$ cat config.mk
export PLATFORM = sky130hd
export DESIGN_NAME = eeprom_top
export DESIGN_NICKNAME = d
export VERILOG_FILES = /design/src/design/eeprom_pkg.sv /design/src/design/apb_regs.sv /design/src/design/byte_shifter.sv /design/src/design/eeprom_top.sv /design/src/design/i2c_ctrl.sv /design/src/design/scl_gen.sv
export SDC_FILE = /design/constraint.sdc
export NUM_CORES = 1
export LEC_CHECK = 0
export ABC_CLOCK_PERIOD_IN_PS = 2300
export BUFFER_PORTS_ARGS = -buffer_cell sky130_fd_sc_hd__buf_2
export CORE_AREA = 10 10 94 96
export DETAILED_ROUTE_END_ITERATION = 16
export DIE_AREA = 0 0 104 106
export GPL_TIMING_DRIVEN = 0
export PLACE_DENSITY = 0.78
export RECOVER_POWER = 100
export REMOVE_ABC_BUFFERS = 1
export SETUP_SLACK_MARGIN = 0.4
export SLEW_MARGIN = 30
export SYNTH_ARGS = -nofsm -noshare
export SYNTH_HDL_FRONTEND = slang
export SYNTH_SLANG_ARGS = --single-unit
$ cat constraint.sdc
create_clock -name CLK -period 2.3 [get_ports CLK]
set_clock_uncertainty 0.15 [all_clocks]
set_input_delay 0.345 -clock CLK [delete_from_list [all_inputs] [get_ports CLK]]
set_output_delay 0.345 -clock CLK [all_outputs]
set_load 0.05 [all_outputs]
$ cat src/design/eeprom_pkg.sv
package eeprom_pkg;

    localparam int APB_AW = 5;
    localparam int APB_DW = 32;

    localparam logic [APB_AW-1:0] REG_CMD    = 5'h00;
    localparam logic [APB_AW-1:0] REG_ADDR   = 5'h04;
    localparam logic [APB_AW-1:0] REG_WDATA  = 5'h08;
    localparam logic [APB_AW-1:0] REG_STATUS = 5'h0c;
    localparam logic [APB_AW-1:0] REG_RDATA  = 5'h10;

    localparam int CMD_GO_BIT   = 0;
    localparam int CMD_READ_BIT = 1; // 1 = random read, 0 = byte write

    localparam int STAT_BUSY = 0;
    localparam int STAT_DONE = 1;
    localparam int STAT_NACK = 2;

    localparam logic [3:0] DEV_TYPE = 4'b1010; // 24cxx family code
    localparam int         QTR      = 1;       // clk cycles per quarter scl

    // upper bits pick the 256-byte block, sent in the control byte
    typedef struct packed {
        logic [2:0] page;
        logic [7:0] word;
    } eeprom_pw_t;

    typedef union packed {
        logic [10:0] flat;
        eeprom_pw_t  pw;
    } eeprom_addr_u;

    typedef enum logic [3:0] {
        IDLE, START, CTRL_W, ADDR, DATA_W, RSTART, CTRL_R, DATA_R, STOP, FINISH
    } ctrl_state_e;

endpackage

$ cat src/design/apb_regs.sv
module apb_regs (
    input  logic                           CLK,
    input  logic                           RESET,
    input  logic                           psel,
    input  logic                           penable,
    input  logic                           pwrite,
    input  logic [eeprom_pkg::APB_AW-1:0]  paddr,
    input  logic [eeprom_pkg::APB_DW-1:0]  pwdata,
    output logic [eeprom_pkg::APB_DW-1:0]  prdata,
    output logic                           pslverr,
    input  logic                           busy,
    input  logic                           done,
    input  logic                           nack,
    input  logic [7:0]                     rx_data,
    input  logic                           rx_valid,
    output logic                           go,
    output logic                           rd_mode,
    output eeprom_pkg::eeprom_addr_u       addr,
    output logic [7:0]                     wdata,
    output logic                           irq
);
    logic       wr_acc;
    logic       rd_acc;
    logic       cmd_wr;
    logic       done_st;
    logic       nack_st;
    logic [7:0] rdata_q;

    assign wr_acc  = psel && penable && pwrite;
    assign rd_acc  = psel && penable && !pwrite;
    assign cmd_wr  = wr_acc && (paddr == eeprom_pkg::REG_CMD);
    assign pslverr = cmd_wr && busy; // command refused mid transfer

    always_ff @(posedge CLK) begin
        if (RESET) begin
            go      <= 1'b0;
            rd_mode <= 1'b0;
            done_st <= 1'b0;
            nack_st <= 1'b0;
            irq     <= 1'b0;
        end else begin
            go <= 1'b0;
            if (cmd_wr && !busy && pwdata[eeprom_pkg::CMD_GO_BIT]) begin
                go      <= 1'b1;
                rd_mode <= pwdata[eeprom_pkg::CMD_READ_BIT];
                done_st <= 1'b0; // new transfer, fresh status
                nack_st <= 1'b0;
            end
            if (done) begin
                done_st <= 1'b1;
                nack_st <= nack;
                irq     <= 1'b1;
            end else if (rd_acc && paddr == eeprom_pkg::REG_STATUS) begin
                irq <= 1'b0;
            end
        end
    end

    always_ff @(posedge CLK) begin
        if (wr_acc && paddr == eeprom_pkg::REG_ADDR)  addr.flat <= pwdata[10:0];
        if (wr_acc && paddr == eeprom_pkg::REG_WDATA) wdata <= pwdata[7:0];
        if (rx_valid) rdata_q <= rx_data;
    end

    always_comb begin
        prdata = '0;
        if (rd_acc) begin
            case (paddr)
                eeprom_pkg::REG_CMD:    prdata[eeprom_pkg::CMD_READ_BIT] = rd_mode;
                eeprom_pkg::REG_ADDR:   prdata[10:0] = addr.flat;
                eeprom_pkg::REG_WDATA:  prdata[7:0]  = wdata;
                eeprom_pkg::REG_STATUS: begin
                    prdata[eeprom_pkg::STAT_BUSY] = busy;
                    prdata[eeprom_pkg::STAT_DONE] = done_st;
                    prdata[eeprom_pkg::STAT_NACK] = nack_st;
                end
                eeprom_pkg::REG_RDATA:  prdata[7:0]  = rdata_q;
                default:                prdata = '0;
            endcase
        end
    end

    // error response only in an access phase that followed a setup phase
    a_slverr_access: assert property (@(posedge CLK) disable iff (RESET)
        pslverr |-> penable && $past(psel && !penable))
        else $error("pslverr outside apb access phase");

endmodule

$ cat src/design/byte_shifter.sv
module byte_shifter (
    input  logic       CLK,
    input  logic       RESET,
    input  logic       low_mid,
    input  logic       high_mid,
    input  logic       load,
    input  logic       receive,
    input  logic [7:0] tx_byte,
    input  logic       ack_out,
    input  logic       sda_in,
    output logic       shift_bit,
    output logic [7:0] rx_byte,
    output logic       ack_in,
    output logic       frame_done
);
    logic [8:0] frame;  // slots still to present, 1 = release
    logic [3:0] slot;   // high_mid count within the frame
    logic       active;

    always_ff @(posedge CLK) begin
        if (RESET) begin
            shift_bit  <= 1'b0;
            slot       <= 4'd0;
            active     <= 1'b0;
            ack_in     <= 1'b0;
            frame_done <= 1'b0;
        end else begin
            frame_done <= 1'b0;
            if (load) begin
                shift_bit <= !receive && !tx_byte[7]; // msb first
                slot      <= 4'd0;
                active    <= 1'b1;
            end else if (low_mid && active) begin
                shift_bit <= !frame[7];
            end
            if (high_mid && active) begin
                slot <= slot + 4'd1;
                if (slot == 4'd8) begin
                    // ninth clock is the acknowledge slot
                    ack_in     <= sda_in;
                    frame_done <= 1'b1;
                    active     <= 1'b0;
                end
            end
        end
    end

    // shifter keeps its last slot on the bus until the next load
    always_ff @(posedge CLK) begin
        if (load) begin
            frame <= receive ? {8'hff, ack_out} : {tx_byte, 1'b1};
        end else if (low_mid && active) begin
            frame <= {frame[7:0], 1'b1};
        end
        if (high_mid && active && slot != 4'd8) begin
            rx_byte <= {rx_byte[6:0], sda_in};
        end
    end

endmodule

$ cat src/design/eeprom_top.sv
module eeprom_top (
    input  logic                           CLK,
    input  logic                           RESET,
    input  logic                           psel,
    input  logic                           penable,
    input  logic                           pwrite,
    input  logic [eeprom_pkg::APB_AW-1:0]  paddr,
    input  logic [eeprom_pkg::APB_DW-1:0]  pwdata,
    output logic [eeprom_pkg::APB_DW-1:0]  prdata,
    output logic                           pslverr,
    output logic                           irq,
    output logic                           scl,
    output logic                           sda_pull,
    input  logic                           sda_in
);
    logic                     go;
    logic                     rd_mode;
    eeprom_pkg::eeprom_addr_u addr;
    logic [7:0]               wdata;
    logic                     busy;
    logic                     done;
    logic                     nack;
    logic [7:0]               rx_data;
    logic                     rx_valid;
    logic                     run;
    logic                     low_mid;
    logic                     high_mid;
    logic                     fall;
    logic                     load;
    logic                     receive;
    logic [7:0]               tx_byte;
    logic                     ack_out;
    logic                     shift_bit;
    logic [7:0]               rx_byte;
    logic                     ack_in;
    logic                     frame_done;

    apb_regs regs_i (
        .CLK, .RESET, .psel, .penable, .pwrite, .paddr, .pwdata, .prdata, .pslverr,
        .busy, .done, .nack, .rx_data, .rx_valid, .go, .rd_mode, .addr, .wdata, .irq
    );

    scl_gen scl_i (
        .CLK, .RESET, .run, .scl, .low_mid, .rise (), .high_mid, .fall
    );

    byte_shifter shift_i (
        .CLK, .RESET, .low_mid, .high_mid, .load, .receive, .tx_byte, .ack_out,
        .sda_in, .shift_bit, .rx_byte, .ack_in, .frame_done
    );

    i2c_ctrl ctrl_i (
        .CLK, .RESET, .go, .rd_mode, .addr, .wdata, .low_mid, .high_mid, .fall,
        .frame_done, .ack_in, .rx_byte, .shift_bit, .busy, .done, .nack, .rx_data,
        .rx_valid, .run, .load, .receive, .tx_byte, .ack_out, .sda_pull
    );

endmodule

$ cat src/design/i2c_ctrl.sv
module i2c_ctrl (
    input  logic                     CLK,
    input  logic                     RESET,
    input  logic                     go,
    input  logic                     rd_mode,
    input  eeprom_pkg::eeprom_addr_u addr,
    input  logic [7:0]               wdata,
    input  logic                     low_mid,
    input  logic                     high_mid,
    input  logic                     fall,
    input  logic                     frame_done,
    input  logic                     ack_in,
    input  logic [7:0]               rx_byte,
    input  logic                     shift_bit,
    output logic                     busy,
    output logic                     done,
    output logic                     nack,
    output logic [7:0]               rx_data,
    output logic                     rx_valid,
    output logic                     run,
    output logic                     load,
    output logic                     receive,
    output logic [7:0]               tx_byte,
    output logic                     ack_out,
    output logic                     sda_pull
);
    eeprom_pkg::ctrl_state_e state;
    eeprom_pkg::ctrl_state_e frame_next;
    logic       need_load;
    logic       frame_on;   // shifter owns sda
    logic       own_pull;   // start/stop level
    logic [1:0] cond_step;  // 0 waiting, 1 sda released, 2 condition made

    assign busy     = (state != eeprom_pkg::IDLE);
    assign done     = (state == eeprom_pkg::FINISH);
    assign run      = busy && !done;
    assign load     = need_load && low_mid;
    assign receive  = (state == eeprom_pkg::DATA_R);
    assign ack_out  = receive; // single byte read, master nacks it
    assign sda_pull = frame_on ? shift_bit : own_pull;

    always_comb begin
        tx_byte    = 8'h00;
        frame_next = eeprom_pkg::STOP;
        case (state)
            eeprom_pkg::CTRL_W: begin
                tx_byte    = {eeprom_pkg::DEV_TYPE, addr.pw.page, 1'b0};
                frame_next = eeprom_pkg::ADDR;
            end
            eeprom_pkg::ADDR: begin
                tx_byte    = addr.pw.word;
                frame_next = rd_mode ? eeprom_pkg::RSTART : eeprom_pkg::DATA_W;
            end
            eeprom_pkg::DATA_W: tx_byte = wdata;
            eeprom_pkg::CTRL_R: begin
                tx_byte    = {eeprom_pkg::DEV_TYPE, addr.pw.page, 1'b1};
                frame_next = eeprom_pkg::DATA_R;
            end
            default: tx_byte = 8'h00;
        endcase
    end

    always_ff @(posedge CLK) begin
        if (RESET) begin
            state     <= eeprom_pkg::IDLE;
            need_load <= 1'b0;
            frame_on  <= 1'b0;
            own_pull  <= 1'b0;
            cond_step <= 2'd0;
            nack      <= 1'b0;
            rx_valid  <= 1'b0;
        end else begin
            rx_valid <= 1'b0;
            if (load) begin
                need_load <= 1'b0;
                frame_on  <= 1'b1;
            end
            case (state)
                eeprom_pkg::IDLE: if (go) begin
                    nack      <= 1'b0;
                    cond_step <= 2'd0;
                    state     <= eeprom_pkg::START;
                end
                eeprom_pkg::START: begin
                    // bus idle already, so no release step
                    if (high_mid && cond_step == 2'd0) begin
                        own_pull  <= 1'b1;
                        cond_step <= 2'd2;
                    end
                    if (fall && cond_step == 2'd2) begin
                        cond_step <= 2'd0;
                        need_load <= 1'b1;
                        state     <= eeprom_pkg::CTRL_W;
                    end
                end
                eeprom_pkg::RSTART: begin
                    if (low_mid && cond_step == 2'd0) begin
                        frame_on  <= 1'b0;
                        own_pull  <= 1'b0; // let sda float up before scl rises
                        cond_step <= 2'd1;
                    end
                    if (high_mid && cond_step == 2'd1) begin
                        own_pull  <= 1'b1;
                        cond_step <= 2'd2;
                    end
                    if (fall && cond_step == 2'd2) begin
                        cond_step <= 2'd0;
                        need_load <= 1'b1;
                        state     <= eeprom_pkg::CTRL_R;
                    end
                end
                eeprom_pkg::STOP: begin
                    if (low_mid && cond_step == 2'd0) begin
                        frame_on  <= 1'b0;
                        own_pull  <= 1'b1; // low first, then rise while scl high
                        cond_step <= 2'd1;
                    end
                    if (high_mid && cond_step == 2'd1) begin
                        own_pull  <= 1'b0;
                        cond_step <= 2'd0;
                        state     <= eeprom_pkg::FINISH;
                    end
                end
                eeprom_pkg::FINISH: state <= eeprom_pkg::IDLE;
                default: if (frame_done) begin
                    if (ack_in && state != eeprom_pkg::DATA_R) begin
                        nack  <= 1'b1; // no ack from slave, abort
                        state <= eeprom_pkg::STOP;
                    end else begin
                        state     <= frame_next;
                        need_load <= frame_next inside {eeprom_pkg::ADDR,
                                                        eeprom_pkg::DATA_W,
                                                        eeprom_pkg::DATA_R};
                    end
                    rx_valid <= (state == eeprom_pkg::DATA_R);
                end
            endcase
        end
    end

    always_ff @(posedge CLK) begin
        if (frame_done && state == eeprom_pkg::DATA_R) rx_data <= rx_byte;
    end

    a_sda_low_mid: assert property (@(posedge CLK) disable iff (RESET)
        $changed(sda_pull) |-> $past(low_mid) ||
            ($past(state) inside {eeprom_pkg::START, eeprom_pkg::RSTART, eeprom_pkg::STOP}))
        else $error("sda_pull changed while scl high outside start/stop");

    a_busy_done: assert property (@(posedge CLK) disable iff (RESET)
        $fell(busy) |-> $past(done))
        else $error("busy dropped without done");

endmodule

$ cat src/design/scl_gen.sv
module scl_gen (
    input  logic CLK,
    input  logic RESET,
    input  logic run,
    output logic scl,
    output logic low_mid,
    output logic rise,
    output logic high_mid,
    output logic fall
);
    localparam int QW = (eeprom_pkg::QTR > 1) ? $clog2(eeprom_pkg::QTR) : 1;

    logic [QW-1:0] qcnt;
    logic [1:0]    phase; // 0,1 low  2,3 high
    logic          tick;

    assign tick = run && (qcnt == QW'(eeprom_pkg::QTR - 1));

    always_ff @(posedge CLK) begin
        if (RESET || !run) begin
            phase <= 2'd2; // parked high, next quarter is mid-high
            qcnt  <= '0;
        end else if (tick) begin
            phase <= phase + 2'd1;
            qcnt  <= '0;
        end else begin
            qcnt <= qcnt + 1'b1;
        end
    end

    assign scl = phase[1];

    // strobes fire in the last cycle of a quarter, so a registered
    // action lands exactly on the quarter boundary it is named after
    assign fall     = tick && (phase == 2'd3);
    assign low_mid  = tick && (phase == 2'd0);
    assign rise     = tick && (phase == 2'd1);
    assign high_mid = tick && (phase == 2'd2);

endmodule

==> run metrics, run 1 <==
Remaining DRCs 0; share of synthesized area spent on multiplexers around 1.6%; critical path class in2out; number of clock buffers inserted by TritonCTS 9; Worst Setup End Kind output port; number of different library cells in the post-synthesis netlist 62; buffers added on ports 36; Place WS -778 ps; total number of vias about 3.5k; final wirelength around 11000 um; destination of the worst register-to-register timing path ctrl_i.state[2]$_SDFFE_PP0P_; via count of the first global-routing pass about 3.2k; logic depth of the worst register-to-register path 7; cell count after synthesis between 300 and 400; overall power after layout 0.00280 W; share of post-route cells with drive strength above 1 between 20% and 30%; clock tree root driver cell sky130_fd_sc_hd__clkbuf_8; cell accounting for the most synthesized area sky130_fd_sc_hd__edfxtp_1; crit-path max FO 5; async set-reset flop share out of synthesis 0%; Crit Reg-Reg Startpoint scl_i.phase[0]$_SDFFE_PP0P_; final worst-path setup slack ~120 ps; worst skew pair latency approximately 360 ps; highest clock frequency the design can meet 0.458 GHz; count of clock tree sinks between 70 and 80; reported max-cap violation count 0; #FFs+latches synth between 70 and 80; starting utilization of the core area 53.4%; total half-perimeter wirelength after legalization and detailed placement between 6000 and 7000 um; status finished, final reports clean; DRT Pass-1 Iters 6; part of the cycle the worst path needs between 90% and 100%; maximum number of pins on one net before global-route repair 24; Avg Inst Size Synth between 10 and 15 um^2; Power per Cell Area 582 nW/um^2; Min Hold Slack about 5.7 ps; Tightest Pin Transition 656 ps; setup repair after global routing missed its margin true; H-Tree Depth 3; fraction of the yosys area taken by sequential cells 54.2%; largest cells by area after synthesis sky130_fd_sc_hd__edfxtp_1, sky130_fd_sc_hd__dfxtp_1, sky130_fd_sc_hd__buf_4; startpoint of the tightest hold check path pwdata[8]; post-synthesis cell area roughly 3800 um^2; antenna cell count 0; reg-to-reg setup timing slack roughly 150 ps; area fraction in compound gates after synthesis roughly 17%; Final setup violation count 0; first-pass GRT wire length ~16000 um; simple-gate share of the synthesized area between 10% and 20%; all-layer global routing usage between 10% and 20%; Yosys Warn Count 0; Setup crit start kind input pin; clock transition at the registers of the reported paths 90 ps; count of antenna-violating nets left after detailed routing 0; most frequent standard cell in the layout excluding fill and tap cells sky130_fd_sc_hd__edfxtp_1; Floorplan Core Area roughly 7100 um^2; I/O pin cnt 79; Hold Path Depth 1; DIE AREA around 11000 um^2; Worst IR Drop VDD between 300 and 400 uV; Via density between 6 and 7; post-synthesis share of cell area spent on full adders, half adders and majority gates a little under 2%; portion of synthesized cell area occupied by the leading cell type 39.8%; Worst Path Required roughly 1800 ps; die height around 110 um; clk buf depth 2; fin crit period around 2200 ps; CP Data Arrival Time ~1700 ps; Core Rows 31; routed length per placed instance slightly above 20 um; most frequent cells in the layout sky130_fd_sc_hd__edfxtp_1, sky130_fd_sc_hd__buf_4, sky130_fd_sc_hd__nor2_1; Max transition margin about 56%; xor and xnor area share after synthesis less than 1%; area growth from synthesis to layout 27.6%; final setup TNS 0 ps; top_reg_cell synth sky130_fd_sc_hd__edfxtp_1; overflow left after global routing 0; initial drt markers around 560; Hold Path End regs_i.addr[8]$_DFFE_PP_; RD Place Congestion 0.882; max-slew violation total from the final report 0; reported leakage power 1.75 nW; TritonCTS clock tree yes; count of flip-flops with a built-in enable after synthesis 50; number of antenna violations at the first check in global routing 0; dominant combinational cell family by area after synthesis compound AO/OA/AOI/OAI gates; final design utilization about two thirds; type of the worst min-delay path in2reg; net count of the finished layout roughly 500; x dimension of the die ~100 um; endpoints failing hold 0
==> area by class of cell <==
class / count / area, um^2
Fill cell: 476 / 2250
Sequential cell: 77 / 2060
Multi-Input combinational cell: 251 / 1710
Timing Repair Buffer: 89 / 673
Clock buffer: 9 / 124
Tap cell: 99 / 124
Clock inverter: 7 / 62.6
Inverter: 14 / 52.6
==> synth_stat cells, types with 2 or more instances <==
cell type	count
sky130_fd_sc_hd__o31ai_1	4
sky130_fd_sc_hd__a31oi_1	4
sky130_fd_sc_hd__nand4_1	2
sky130_fd_sc_hd__buf_6	3
sky130_fd_sc_hd__a32oi_1	3
sky130_fd_sc_hd__ha_1	5
sky130_fd_sc_hd__clkbuf_1	9
sky130_fd_sc_hd__edfxtp_1	50
sky130_fd_sc_hd__a222oi_1	8
sky130_fd_sc_hd__buf_2	2
sky130_fd_sc_hd__nor2b_1	3
sky130_fd_sc_hd__or4_1	2
sky130_fd_sc_hd__and3_1	6
sky130_fd_sc_hd__o211ai_1	3
sky130_fd_sc_hd__nor3_1	17
sky130_fd_sc_hd__nor2_1	39
sky130_fd_sc_hd__nand3b_1	4
sky130_fd_sc_hd__a211oi_1	5
sky130_fd_sc_hd__o22a_1	3
sky130_fd_sc_hd__buf_4	22
sky130_fd_sc_hd__nand2_1	16
sky130_fd_sc_hd__mux2i_1	5
sky130_fd_sc_hd__o21ai_0	13
sky130_fd_sc_hd__a41oi_1	2
sky130_fd_sc_hd__a22oi_1	4
sky130_fd_sc_hd__nand3_1	7
sky130_fd_sc_hd__and2_1	5
sky130_fd_sc_hd__or3_1	2
sky130_fd_sc_hd__dfxtp_1	27
sky130_fd_sc_hd__buf_1	2
sky130_fd_sc_hd__nor3b_1	5
sky130_fd_sc_hd__nand2b_1	4
sky130_fd_sc_hd__a21oi_1	29
sky130_fd_sc_hd__inv_1	14
==> metal layers <==
metal | track usage (%) | part of all wire (%) | routed length, um | vias up
li1 | - | - | - | 1482
met1 | 20.8 | 37 | 4140 | 1616
met2 | 28.9 | 47 | 5220 | 319
met3 | 5.68 | 12 | 1350 | 72
met4 | 9.84 | 4.4 | 495 | 0
met5 | 0 | 0 | 0 | -
==> how the worst max path moves through the flow <==
stage                                      start                           end  slack, ps
floorplan                               paddr[1]                     prdata[1]       -630
global placement    ctrl_i.state[2]$_SDFFE_PP0P_  shift_i.rx_byte[7]$_DFFE_PP_       -700
detailed placement  ctrl_i.state[0]$_SDFFE_PP0P_  shift_i.rx_byte[7]$_DFFE_PP_       -780
CTS                                     paddr[4]                     prdata[2]        240
global route                            paddr[0]                     prdata[5]         70
finish                                  paddr[0]                     prdata[5]        120
==> metrics by stage <==
| stage | cell area, um^2 | instances |
|---|---|---|
| after CTS | 4660 | 525 |
| after floorplan | 3600 | 340 |
| final | 4810 | 546 |
| after global routing | 4810 | 546 |
| after detailed placement | 3910 | 476 |
| after global placement | 3900 | 475 |
==> report_power, final <==
group          switching, W  internal (W)
clock network      0.000565      0.000418
logic              0.000218      0.000114
registers         0.0000197       0.00146
total              0.000803       0.00200
==> flip-flops by register name, summed over array words and instances, names as in the netlist, 2 cells and up <==
register	count
regs_i.addr	11
shift_i.frame	7
shift_i.slot	4
regs_i.rdata_q	8
regs_i.wdata	8
ctrl_i.rx_data	8
ctrl_i.cond_step	2
ctrl_i.state	4
scl_i.phase	2
shift_i.rx_byte	8
==> cells by family after synthesis <==
kind of cell / after synthesis
compound gates: 93
xor+xnor: 2
fa+ha+maj: 6
buf+inv: 52
flops: 77
mux: 6
other cells: 1
simple gates: 120
==> worst max-delay path, cell delays in order <==
cell and delay (ps):
sky130_fd_sc_hd__buf_8 100, sky130_fd_sc_hd__nor3_4 240, sky130_fd_sc_hd__nand2_1 180, sky130_fd_sc_hd__buf_6 160, sky130_fd_sc_hd__nor2_4 150, sky130_fd_sc_hd__a222oi_1 140, sky130_fd_sc_hd__nor2_1 170, sky130_fd_sc_hd__buf_6 180
==> timing repair <==
| action | 4_1_cts | 5_1_grt |
|---|---|---|
| endpoints found under the hold margin | 0 | 4 |
| setup endpoints to repair | 66 | 53 |
| gates cloned | 2 | 0 |
| setup buffers | 31 | 18 |
| resized for setup | 83 | 21 |
| hold buffers | 0 | 3 |
| pin swaps | 24 | 22 |
No activity file was read; power rests on OpenSTA's default activity.
==> inputs of run 2 (changes only) <==
Settings changed: CORE_AREA 10 10 94 96 to 10 10 97 99, DIE_AREA 0 0 104 106 to 0 0 107 109, PLACE_DENSITY 0.78 to 0.77, SYNTH_HIERARCHICAL set to 1.
==> run 2 against run 1 <==
  * The run now ends with setup timing left
  * Critical path type is now reg2reg
  * Critical path depth up 3
  * Sequential cell count up 1
  * Via count unchanged
  * Final area up 12%
  * Largest cell class is now multi-input combinational cells
  * Clock power up 4%
  * Synthesized cell count up 2.8%
  * Sequential power about the same
==> run metrics, run 2 <==
buffers added on ports 36 (unchanged); Via density 6.15 (was 6.39); x dimension of the die 107 um (was 104 um); startpoint of the tightest hold check path pwdata[8] (unchanged); RD Place Congestion 0.853 (was 0.882); most frequent cell on the critical path sky130_fd_sc_hd__or2b_4 (was sky130_fd_sc_hd__buf_6); antenna cell count 0 (unchanged); starting utilization of the core area 53.2% (was 53.4%); Min Hold Slack 12.3 ps (was 5.71 ps); Worst Setup End Kind flop (was output port); overflow left after global routing 0 (unchanged); timing startpoint of the critical path ctrl_i/state[2]$_SDFFE_PP0P_ (was paddr[0]); H-Tree Depth 3 (unchanged); status complete, but fails checks (was finished, final reports clean); Yosys Warn Count 6 (was 0); final wirelength 12700 um (was 11200 um); max reg flops 11 (unchanged); DIE AREA 11700 um^2 (was 11000 um^2); Remaining DRCs 0 (unchanged); most frequent cells in the layout sky130_fd_sc_hd__edfxtp_1, sky130_fd_sc_hd__buf_4, sky130_fd_sc_hd__buf_6 (was sky130_fd_sc_hd__edfxtp_1, sky130_fd_sc_hd__buf_4, sky130_fd_sc_hd__nor2_1); hold-fix buffers at CTS 0 (unchanged); Max transition margin 57.7% (was 55.9%); slowest stage cell, crit path sky130_fd_sc_hd__dfxtp_4 (was sky130_fd_sc_hd__nor3_4); net count of the finished layout 508 (was 490); all-layer global routing usage 18.0% (was 17.9%); type of the worst min-delay path in2reg (unchanged); Worst Path Required 2410 ps (was 1800 ps); area growth from synthesis to layout 35.0% (was 27.6%); cell count after synthesis 367 (was 357); share of post-route cells with drive strength above 1 42.4% (was 29.1%); Tightest Pin Transition 634 ps (was 656 ps); Sequential Power Share 49.6% (was 53.0%); number of antenna violations at the first check in global routing 0 (unchanged); reported leakage power 1.94 nW (was 1.75 nW); count of antenna-violating nets left after detailed routing 0 (unchanged); maximum number of pins on one net before global-route repair 31 (was 24); reported max-cap violation count 0 (unchanged); highest clock frequency the design can meet 0.400 GHz (was 0.458 GHz); DRT Pass-1 Iters 5 (was 6); clock tree root driver cell sky130_fd_sc_hd__clkbuf_8 (unchanged); combinational cell fraction of total power 16.3% (was 11.9%); I/O pin cnt 79 (unchanged); failing checks setup timing; Power per Cell Area 557 nW/um^2 (was 582 nW/um^2); die height 109 um (was 106 um); filler cell count in the final layout 491 (was 476); via count of the first global-routing pass 3162 (was 3199); final worst-path setup slack -202 ps (was 119 ps); Crit Reg-Reg Startpoint ctrl_i/state[2]$_SDFFE_PP0P_ (was scl_i.phase[0]$_SDFFE_PP0P_); TritonCTS clock tree yes (unchanged); Core Rows 32 (was 31); Worst IR Drop VDD 343 uV (was 350 uV); overall power after layout 0.00301 W (was 0.00280 W); register with the highest flop count regs_i/addr (was regs_i.addr); first-pass GRT wire length 16800 um (was 16200 um); maximum single-stage delay on the critical path 370 ps (was 240 ps); Final setup violation count 9 (was 0); count of clock tree sinks 78 (was 77); setup repair after global routing missed its margin true (unchanged); routed length per placed instance 22.4 um (was 20.5 um); critical path class reg2reg (was in2out); share of power burned in the clock network 34.1% (was 35.1%); most frequent standard cell in the layout excluding fill and tap cells sky130_fd_sc_hd__edfxtp_1 (unchanged); post-synthesis cell area 4000 um^2 (was 3770 um^2); CP Data Arrival Time 2610 ps (was 1690 ps); fin crit period 2500 ps (was 2180 ps); design internal power 0.00209 W (was 0.00200 W); worst skew pair latency 350 ps (was 360 ps); worst-path cell chain or2b_4, nor3b_4, nor2_2, nor2b_4, and2_4, and3b_2, or2b_4, o221ai_4, buf_4, o21ai_1, a21oi_1 (was buf_8, nor3_4, nand2_1, buf_6, nor2_4, a222oi_1, nor2_1, buf_6); Avg Inst Size Synth 10.9 um^2 (was 10.6 um^2); crit-path max FO 5 (unchanged); Floorplan Core Area 7530 um^2 (was 7060 um^2); clock transition at the registers of the reported paths 100 ps (was 90 ps); number of clock buffers inserted by TritonCTS 9 (unchanged); initial drt markers 301 (was 555); total net switching power 0.000917 W (was 0.000803 W); Setup crit start kind flop (was input pin); total number of vias 3489 (unchanged); final setup TNS -657 ps (was 0 ps); endpoints failing hold 0 (unchanged); max-slew violation total from the final report 0 (unchanged); Place WS -1030 ps (was -778 ps); part of the cycle the worst path needs 109% (was 94.8%); final design utilization 71.7% (was 68.1%); clk buf depth 2 (unchanged); net switching fraction of the power 30.5% (was 28.7%); total half-perimeter wirelength after legalization and detailed placement 6230 um (was 6040 um)
-- run 2: worst max-delay path: cells and delay by family (launching register included) --
family / cells / cell delay (ps)
AO/OA/AOI/OAI: 3 / 350
AND/OR/NAND/NOR: 7 / 1400
buffers and inverters: 1 / 160
flip-flops: 1 / 370
-- run 2: timing repair --
item / CTS / global route
setup buffers: 46 / 17
gates cloned: 2 / 1
hold endpoints to repair: 0 / 0
resized for setup: 97 / 55
pin swaps: 33 / 33
setup endpoints to repair: 81 / 66
-- run 2: area by class of cell --
type	instances	area, um^2	area share, %
Clock inverter	7	62.6	1.16
Inverter	12	47.5	0.880
Timing Repair Buffer	100	852	15.8
Sequential cell	78	2090	38.7
Tap cell	102	128	2.36
Clock buffer	9	124	2.29
Multi-Input combinational cell	259	2100	38.9
-- run 2: per-stage QoR --
step / cells / area (um^2)
6_report: 567 / 5400
5_1_grt: 567 / 5400
4_1_cts: 549 / 5000
3_5_place_dp: 485 / 4100
3_3_place_gp: 485 / 4100
2_1_floorplan: 347 / 3790
-- run 2: per-layer routing --
layer  track usage, %  vias to the layer above  routed length, um
met3             3.89                       66               1120
met5                0                        -                  0
met2             31.3                      243               6190
met1             21.4                     1671               4630
met4             7.06                        0                760
li1                 -                     1509                  -
-- run 2: path summary, 6_finish.rpt --
| kind | end | slack, ps | cells past startpoint |
|---|---|---|---|
| setup / recovery | ctrl_i/state[1]$_SDFFE_PP0P_ | -200 | 11 |
| hold / removal | regs_i/addr[8]$_DFFE_PP_ | 10 | 1 |
| setup reg to reg | ctrl_i/state[1]$_SDFFE_PP0P_ | -200 | 11 |
| hold reg to reg | regs_i/rdata_q[0]$_DFFE_PP_ | 270 | 0 |
-- run 2: power by group through the flow --
stage | sequential, W | combinational [W] | clock [W]
2_1_floorplan | 0.00154 | 0.000216 | 0
3_3_place_gp | 0.00154 | 0.000280 | 0
3_5_place_dp | 0.00154 | 0.000286 | 0
4_1_cts | 0.00149 | 0.000396 | 0.000984
5_1_grt | 0.00149 | 0.000512 | 0.00110
6_report | 0.00149 | 0.000491 | 0.00102
